<file path="config.mk">
export PLATFORM = sky130hd
export DESIGN_NAME = mdu
export DESIGN_NICKNAME = d
export VERILOG_FILES = /design/src/mdu_pkg.sv /design/src/md_req_if.sv /design/src/div.sv /design/src/mul.sv /design/src/mdu.sv
export SDC_FILE = /design/constraint.sdc
export NUM_CORES = 2
export LEC_CHECK = 0
export BUFFER_PORTS_ARGS = -buffer_cell sky130_fd_sc_hd__buf_4
export CORE_ASPECT_RATIO = 1.4
export CORE_MARGIN = 4
export CORE_UTILIZATION = 50
export CTS_BUF_LIST = sky130_fd_sc_hd__clkbuf_8
export CTS_CLUSTER_SIZE = 25
export DETAILED_ROUTE_END_ITERATION = 10
export MAX_ROUTING_LAYER = met4
export PLACE_DENSITY_LB_ADDON = 0.3
export SLEW_MARGIN = 40
export SYNTH_ARGS = -nofsm -noshare
export SYNTH_HDL_FRONTEND = slang
export SYNTH_SLANG_ARGS = --single-unit
</file>
<file path="constraint.sdc">
create_clock -name clk -period 11.7 [get_ports clk]
set_clock_uncertainty 0.2 [all_clocks]
set_input_delay 0 -clock clk [delete_from_list [all_inputs] [get_ports clk]]
set_output_delay 0 -clock clk [all_outputs]
set_load 0.05 [all_outputs]
</file>
<file path="src/mdu_pkg.sv">
`default_nettype none

package mdu_pkg;

    // Width of a data word and of every operand.
    localparam int xlen = 32;

    // Operation presented by the core. Anything outside the M extension
    // is reduced to md_none before it reaches this unit.
    typedef enum logic [3:0] {
        md_none,
        md_mul,
        md_mulh,
        md_mulhsu,
        md_mulhu,
        md_div,
        md_divu,
        md_rem,
        md_remu
    } md_op_e;

    // Sequencer of the signed divide path.
    // d_init loads the magnitudes into the shift registers.
    // d_calc runs the shift-subtract steps.
    // d_sign restores the signs of quotient and remainder.
    typedef enum logic [1:0] {
        d_idle,
        d_init,
        d_calc,
        d_sign
    } div_state_e;

endpackage

`default_nettype wire

</file>
<file path="src/md_req_if.sv">
`timescale 1ns/1ns
`default_nettype none

// Request side of one arithmetic block. The top level drives operands and
// operation, and the block answers with hold while it is working.
interface md_req_if;

    logic [mdu_pkg::xlen-1:0] operand_a;
    logic [mdu_pkg::xlen-1:0] operand_b;
    mdu_pkg::md_op_e          op;
    logic                     hold;

    modport ctrl (
        output operand_a,
        output operand_b,
        output op,
        input  hold
    );

    modport unit (
        input  operand_a,
        input  operand_b,
        input  op,
        output hold
    );

endinterface

`default_nettype wire

</file>
<file path="src/div.sv">
`timescale 1ns/1ns
`default_nettype none

module div (
    input  logic                     clk,
    input  logic                     reset,

    md_req_if.unit                   bus,

    output logic [mdu_pkg::xlen-1:0] div_result_o,
    output logic [mdu_pkg::xlen-1:0] divu_result_o,
    output logic [mdu_pkg::xlen-1:0] rem_result_o,
    output logic [mdu_pkg::xlen-1:0] remu_result_o
);

    logic        sig_op, unsig_op;
    logic        divide_by_zero, divide_by_one, overflow;
    logic        start_u, busy_u, done_u;
    logic        start_s, busy_s, done_s;

    logic [4:0]  cnt_u;
    logic [32:0] rem_u;
    logic [31:0] quo_u;
    logic [31:0] divisor_u;
    logic [33:0] step_u;

    mdu_pkg::div_state_e state_s;
    logic [4:0]  cnt_s;
    logic        a_neg, q_neg;
    logic [31:0] mag_a, mag_b;
    logic [31:0] rem_s;
    logic [30:0] quo_s;
    logic [33:0] step_s;
    logic [31:0] div_q, rem_q;

    // One restoring step. The low bit of the return value is the new
    // quotient bit and the upper bits are the new partial remainder.
    function automatic logic [33:0] div_step(
        input logic [32:0] rem,
        input logic        next_bit,
        input logic [31:0] dvs
    );
        logic [32:0] trial;
        trial = {rem[31:0], next_bit};
        if (trial >= {1'b0, dvs}) begin
            return {trial - {1'b0, dvs}, 1'b1};
        end
        return {trial, 1'b0};
    endfunction

    assign sig_op   = bus.op inside {mdu_pkg::md_div, mdu_pkg::md_rem};
    assign unsig_op = bus.op inside {mdu_pkg::md_divu, mdu_pkg::md_remu};

    assign divide_by_zero = bus.operand_b == 32'h0000_0000;
    assign divide_by_one  = bus.operand_b == 32'h0000_0001;
    assign overflow       = bus.operand_a == 32'h8000_0000 && bus.operand_b == 32'hffff_ffff;

    assign start_u = unsig_op && !busy_u && !done_u;
    assign start_s = sig_op && !busy_s && !done_s;

    assign bus.hold = start_u || busy_u || start_s || busy_s;

    // The special cases finish in the start cycle, so their answers come
    // straight from the operands, which the core keeps steady.
    always_comb begin
        if (divide_by_zero) begin
            divu_result_o = 32'hffff_ffff;
            remu_result_o = bus.operand_a;
        end else if (divide_by_one) begin
            divu_result_o = bus.operand_a;
            remu_result_o = '0;
        end else begin
            divu_result_o = quo_u;
            remu_result_o = rem_u[31:0];
        end
    end

    always_comb begin
        if (divide_by_zero) begin
            div_result_o = 32'hffff_ffff;
            rem_result_o = bus.operand_a;
        end else if (divide_by_one || overflow) begin
            div_result_o = bus.operand_a;
            rem_result_o = '0;
        end else begin
            div_result_o = div_q;
            rem_result_o = rem_q;
        end
    end

    // Unsigned path. Thirty-two steps run on the cycles after the start.
    assign step_u = div_step(rem_u, quo_u[31], divisor_u);

    always_ff @(posedge clk) begin
        if (reset) begin
            busy_u <= 1'b0;
            done_u <= 1'b0;
            cnt_u  <= '0;
        end else if (!unsig_op) begin
            done_u <= 1'b0;
        end else if (start_u) begin
            cnt_u <= '0;
            if (divide_by_zero || divide_by_one) begin
                done_u <= 1'b1;
            end else begin
                busy_u    <= 1'b1;
                rem_u     <= '0;
                quo_u     <= bus.operand_a;
                divisor_u <= bus.operand_b;
            end
        end else if (busy_u) begin
            rem_u <= step_u[33:1];
            quo_u <= {quo_u[30:0], step_u[0]};
            cnt_u <= cnt_u + 5'd1;
            if (cnt_u == 5'd31) begin
                busy_u <= 1'b0;
                done_u <= 1'b1;
            end
        end
    end

    // Signed path. The top bit of the dividend magnitude is preloaded into
    // the remainder, since its quotient bit is always zero once the special
    // cases are excluded. That leaves 31 steps.
    assign step_s = div_step({1'b0, rem_s}, quo_s[30], mag_b);

    always_ff @(posedge clk) begin
        if (reset) begin
            state_s <= mdu_pkg::d_idle;
            busy_s  <= 1'b0;
            done_s  <= 1'b0;
            cnt_s   <= '0;
        end else if (!sig_op) begin
            done_s <= 1'b0;
        end else begin
            case (state_s)
                mdu_pkg::d_init: begin
                    state_s <= mdu_pkg::d_calc;
                    cnt_s   <= '0;
                    rem_s   <= {31'b0, mag_a[31]};
                    quo_s   <= mag_a[30:0];
                end
                mdu_pkg::d_calc: begin
                    rem_s <= step_s[32:1];
                    quo_s <= {quo_s[29:0], step_s[0]};
                    cnt_s <= cnt_s + 5'd1;
                    if (cnt_s == 5'd30) begin
                        state_s <= mdu_pkg::d_sign;
                    end
                end
                mdu_pkg::d_sign: begin
                    state_s <= mdu_pkg::d_idle;
                    busy_s  <= 1'b0;
                    done_s  <= 1'b1;
                    div_q   <= q_neg ? -{1'b0, quo_s} : {1'b0, quo_s};
                    // The remainder follows the sign of the dividend.
                    rem_q   <= a_neg ? -rem_s : rem_s;
                end
                default: begin
                    if (start_s) begin
                        if (divide_by_zero || divide_by_one || overflow) begin
                            done_s <= 1'b1;
                        end else begin
                            state_s <= mdu_pkg::d_init;
                            busy_s  <= 1'b1;
                            a_neg   <= bus.operand_a[31];
                            q_neg   <= bus.operand_a[31] ^ bus.operand_b[31];
                            mag_a   <= bus.operand_a[31] ? -bus.operand_a : bus.operand_a;
                            mag_b   <= bus.operand_b[31] ? -bus.operand_b : bus.operand_b;
                        end
                    end
                end
            endcase
        end
    end

    a_unsig_busy_done: assert property (@(posedge clk) disable iff (reset)
        !(busy_u && done_u));

    a_sig_busy_done: assert property (@(posedge clk) disable iff (reset)
        !(busy_s && done_s));

    // The top level only routes divide operations here, so a stray hold
    // would stall the core for an operation this block does not own.
    a_hold_only_div: assert property (@(posedge clk) disable iff (reset)
        !(sig_op || unsig_op) |-> !bus.hold);

endmodule

`default_nettype wire

</file>
<file path="src/mul.sv">
`timescale 1ns/1ns
`default_nettype none

module mul (
    input  logic                     clk,
    input  logic                     reset,

    md_req_if.unit                   bus,

    output logic [mdu_pkg::xlen-1:0] mul_result_o
);

    logic               mul_op;
    logic               a_signed, b_signed;
    logic               start, busy, done;
    logic [1:0]         cnt;

    logic [32:0]        ext_a, ext_b;
    logic [32:0]        opa, opb;

    logic signed [16:0] mx, my;
    logic signed [33:0] pp;
    logic signed [65:0] pp_ext;
    logic [65:0]        pp_shifted;
    logic [65:0]        acc;

    assign mul_op = bus.op inside {mdu_pkg::md_mul, mdu_pkg::md_mulh,
                                   mdu_pkg::md_mulhsu, mdu_pkg::md_mulhu};

    assign a_signed = bus.op inside {mdu_pkg::md_mulh, mdu_pkg::md_mulhsu};
    assign b_signed = bus.op == mdu_pkg::md_mulh;

    // Both operands become 33-bit signed values, so one signed product
    // serves every variant.
    assign ext_a = {a_signed & bus.operand_a[31], bus.operand_a};
    assign ext_b = {b_signed & bus.operand_b[31], bus.operand_b};

    assign start    = mul_op && !busy && !done;
    assign bus.hold = start || busy;

    // Each operand is a 17-bit signed high half and a 16-bit low half.
    // The low halves get a zero on top to keep them positive.
    always_comb begin
        case (cnt)
            2'd0: begin
                mx = $signed({1'b0, opa[15:0]});
                my = $signed({1'b0, opb[15:0]});
            end
            2'd1: begin
                mx = $signed({1'b0, opa[15:0]});
                my = $signed(opb[32:16]);
            end
            2'd2: begin
                mx = $signed(opa[32:16]);
                my = $signed({1'b0, opb[15:0]});
            end
            default: begin
                mx = $signed(opa[32:16]);
                my = $signed(opb[32:16]);
            end
        endcase
    end

    assign pp     = mx * my;
    assign pp_ext = pp;

    always_comb begin
        case (cnt)
            2'd0:    pp_shifted = pp_ext;
            2'd3:    pp_shifted = pp_ext <<< 32;
            default: pp_shifted = pp_ext <<< 16;
        endcase
    end

    always_ff @(posedge clk) begin
        if (reset) begin
            busy <= 1'b0;
            done <= 1'b0;
            cnt  <= '0;
        end else if (!mul_op) begin
            done <= 1'b0;
        end else if (start) begin
            busy <= 1'b1;
            cnt  <= '0;
            opa  <= ext_a;
            opb  <= ext_b;
            acc  <= '0;
        end else if (busy) begin
            acc <= acc + pp_shifted;
            cnt <= cnt + 2'd1;
            if (cnt == 2'd3) begin
                busy <= 1'b0;
                done <= 1'b1;
            end
        end
    end

    assign mul_result_o = (bus.op == mdu_pkg::md_mul) ? acc[31:0] : acc[63:32];

    // One start cycle and four partial products bound the stall.
    a_hold_bound: assert property (@(posedge clk) disable iff (reset)
        bus.hold [*5] |=> !bus.hold);

endmodule

`default_nettype wire

</file>
<file path="src/mdu.sv">
`timescale 1ns/1ns
`default_nettype none

module mdu (
    input  logic                     clk,
    input  logic                     reset,

    input  logic [mdu_pkg::xlen-1:0] first_operand_i,
    input  logic [mdu_pkg::xlen-1:0] second_operand_i,
    input  mdu_pkg::md_op_e          operation_i,

    output logic                     hold_o,
    output logic [mdu_pkg::xlen-1:0] result_o
);

    logic                     is_mul, is_div;
    logic [mdu_pkg::xlen-1:0] div_result, divu_result, rem_result, remu_result;
    logic [mdu_pkg::xlen-1:0] mul_result;

    md_req_if div_bus ();
    md_req_if mul_bus ();

    assign is_mul = operation_i inside {mdu_pkg::md_mul, mdu_pkg::md_mulh,
                                        mdu_pkg::md_mulhsu, mdu_pkg::md_mulhu};
    assign is_div = operation_i inside {mdu_pkg::md_div, mdu_pkg::md_divu,
                                        mdu_pkg::md_rem, mdu_pkg::md_remu};

    // Each block sees only its own operations. That keeps the done flag of
    // the idle block cleared while the other one works.
    assign div_bus.operand_a = first_operand_i;
    assign div_bus.operand_b = second_operand_i;
    assign div_bus.op        = is_div ? operation_i : mdu_pkg::md_none;

    assign mul_bus.operand_a = first_operand_i;
    assign mul_bus.operand_b = second_operand_i;
    assign mul_bus.op        = is_mul ? operation_i : mdu_pkg::md_none;

    div u_div (
        .clk           (clk),
        .reset         (reset),
        .bus           (div_bus),
        .div_result_o  (div_result),
        .divu_result_o (divu_result),
        .rem_result_o  (rem_result),
        .remu_result_o (remu_result)
    );

    mul u_mul (
        .clk          (clk),
        .reset        (reset),
        .bus          (mul_bus),
        .mul_result_o (mul_result)
    );

    assign hold_o = div_bus.hold | mul_bus.hold;

    always_comb begin
        case (operation_i)
            mdu_pkg::md_mul,
            mdu_pkg::md_mulh,
            mdu_pkg::md_mulhsu,
            mdu_pkg::md_mulhu: result_o = mul_result;
            mdu_pkg::md_div:   result_o = div_result;
            mdu_pkg::md_divu:  result_o = divu_result;
            mdu_pkg::md_rem:   result_o = rem_result;
            mdu_pkg::md_remu:  result_o = remu_result;
            default:           result_o = '0;
        endcase
    end

endmodule

`default_nettype wire

</file>
==> results.toml <==
[sta]
slew-limit-headroom = 0.453
setup_violations = 0
final.period_utilization = 0.949
drv_slew = 0
max_freq_mhz = 90.0
period_minus_slack_ns = 11.11
whs_ns = 0.0412
hold_violations = 0
rsz0062_at_grt = "false"
postLayoutSetupSlackWorst_ns = 0.592
worstMarginPinSlew_ns = 0.815
tns_ns = 0

[clock_tree]
htreeDepth = 3
insertion_delay_ns = 0.73
cts_buffers = 74
tritoncts = "built"
root_buffer = "clkbuf_8"
clkSinkCount = 439
clk_pin_slew_ns = 0.07
clock_path_buffers = 3

[routing]
vias = 33600
dr.pass1.iters = 6
drt_wl_total_mm = 140
post_drt_wl_per_cell_um = 25.4
vias_per_cell = 6.10
drc = 0
antenna_left = 0
drt_iter0_drc = 3335

[logic_synthesis]
synth.distinct_cells = 74
synth_area_um2 = 39900
synth-async-reset-ratio = 0
avgSynthCellArea_um2 = 9.54
yosysWarnings = 0
synth_edf_count = 419
syn_nets = 4780
synth_seq_cells = 439
synth_seq_area_share = 0.325
syn_inst = 4181
yosys_most_used_dff = "edfxtp_1"

[finish]
final_nets = 4990
seqCellArea_um2 = 13000
area_growth_syn_to_layout_pct = 12.7
multiInputGateArea_um2 = 24500
finalCoreUtilization = 0.569
drive_gt1_frac = 0.0956
fill_cells = 7026

[global_routing]
use_met2 = 0.554
grt_pass1_vias = 33400
grt_usage = 0.339
antenna_found_initial = 3
overflow = 0
busiest_layer = "met2"
met1_usage = 0.368
grt_max_degree = 67
use_met3 = 0.0421
grt_first_pass_wirelength_mm = 206

[placement]
gp_congestion = 1.05
pre_cts_slack_ns = 0.440
io_buffers = 102
dpl.hpwl_mm = 106

[floorplanning]
rows = 122
fp.dieArea_um2 = 84500
start_util = 0.505
fp.dieW_um = 247
die_h_um = 342
io_pins = 103
placeableCoreArea_um2 = 79100

[worst_setup_path]
crit_family = "adder cells"
cp.required_ns = 11.94
cp.arrival_ns = 11.35
critPathMaxStageDelay_ns = 0.60
cp-start-kind = "flip-flop"
endpoint_kind = "flip-flop"
worstSetupPathType = "reg -> reg"
worst-path-buf-inv = 8
cp_slowest_cell = "fa_1"
worst-path-max-fanout = 13

[hold_path]
hold_class = "in -> reg"

[status]
status = "finished, final reports clean"

[job]
cap_viol_max_count = 0
[tightest hold or removal path, cell delays in order]
cell           delay [ns]
dlygate4sd3_1        0.53
buf_4                0.18
xnor2_1              0.13
[cell usage after synthesis, drive strengths merged, types with 51 or more instances]
library cell,instances,area [um2]
a31oi,82,513
a22oi,63,598
o21ai,154,771
xnor2,208,1820
ha,230,2880
inv,467,1750
a21oi,173,866
nand2,489,1840
nor3,53,265
nand3,51,255
clkbuf,170,638
a21o,100,751
mux2i,110,1100
edfxtp,419,12600
nor2,386,1450
mux2,62,698
or4,52,394
fa,299,5990
xor2,53,464
[cells in the final DEF, fill, tap and decap left out, drive strengths merged, types with 22 or more instances in the layout]
| master | count |
|---|---|
| a211oi | 37 |
| a21o | 100 |
| a21oi | 173 |
| a22oi | 63 |
| a31oi | 82 |
| and2 | 33 |
| and3 | 22 |
| buf | 187 |
| clkbuf | 79 |
| dlygate4sd3 | 142 |
| edfxtp | 419 |
| fa | 299 |
| ha | 230 |
| inv | 493 |
| mux2 | 62 |
| mux2i | 110 |
| nand2 | 489 |
| nand2b | 38 |
| nand3 | 51 |
| nand4 | 31 |
| nor2 | 386 |
| nor3 | 53 |
| o21a | 22 |
| o21ai | 154 |
| o21bai | 34 |
| o22ai | 35 |
| o31ai | 41 |
| or3 | 32 |
| or4 | 52 |
| xnor2 | 208 |
| xor2 | 53 |
[per-layer routing]
metal	wire length, um	part of all wire	vias to the layer above
li1	-	-	15000
met1	47500	0.34	16300
met2	67400	0.48	1708
met3	10200	0.073	596
met4	14900	0.11	0
met5	0	0	-
[registers in the layout, indices dropped and copies added (netlist names), 5 cells and up]
register and cells:
u_div.rem_s 32, u_div.mag_b 32, u_div.divisor_u 32, u_div.rem_q 32, u_mul.opa 33, u_div.quo_u 32
u_div.quo_s 31, u_div.cnt_s 5, u_div.div_q 32, u_mul.acc 64, u_mul.opb 33, u_div.mag_a 32
u_div.cnt_u 5, u_div.rem_u 32
[area by class of cell]
class / count / share of cell area
Clock inverter: 53 / 0.00912
Antenna cell: 4 / 0.000222
Tap cell: 1054 / 0.0293
Timing Repair Buffer: 329 / 0.0649
Clock buffer: 79 / 0.0242
Multi-Input combinational cell: 3079 / 0.545
Inverter: 468 / 0.0391
Sequential cell: 439 / 0.289
[per-stage QoR]
step | instance area [um2] | std cells
final | 45000 | 5505
after CTS | 44800 | 5494
after floorplan | 39900 | 4181
after global routing | 45000 | 5504
after detailed placement | 41900 | 5220
after global placement | 41900 | 5217
[repair_timing]
item | in CTS | in global routing
hold buffers | 142 | 0
hold endpoints to repair | 272 | 0
setup endpoints to repair | 0 | 10
gates resized for setup | 0 | 4
buffers inserted | 0 | 6
[final timing paths]
kind              cells after the start          startpoint        endpoint  slack, ns
setup reg to reg                     39        u_mul.cnt[0]   u_mul.acc[61]       0.59
hold / removal                        3  first_operand_i[6]  u_div.mag_a[6]       0.04
setup / recovery                     39        u_mul.cnt[0]   u_mul.acc[61]       0.59
hold reg to reg                       2      u_div.cnt_u[4]  u_div.cnt_u[4]       0.31
[logic make-up after synthesis]
| group | synth area share |
|---|---|
| mux | 0.0451 |
| fa+ha+maj | 0.222 |
| buf+inv | 0.0636 |
| compound gates | 0.144 |
| simple gates | 0.143 |
| flops | 0.325 |
| xor+xnor | 0.0573 |
Power is left out: the tool's default activity adds up to more than one toggle a clock period on the data nets, which glitch-free logic cannot reach.
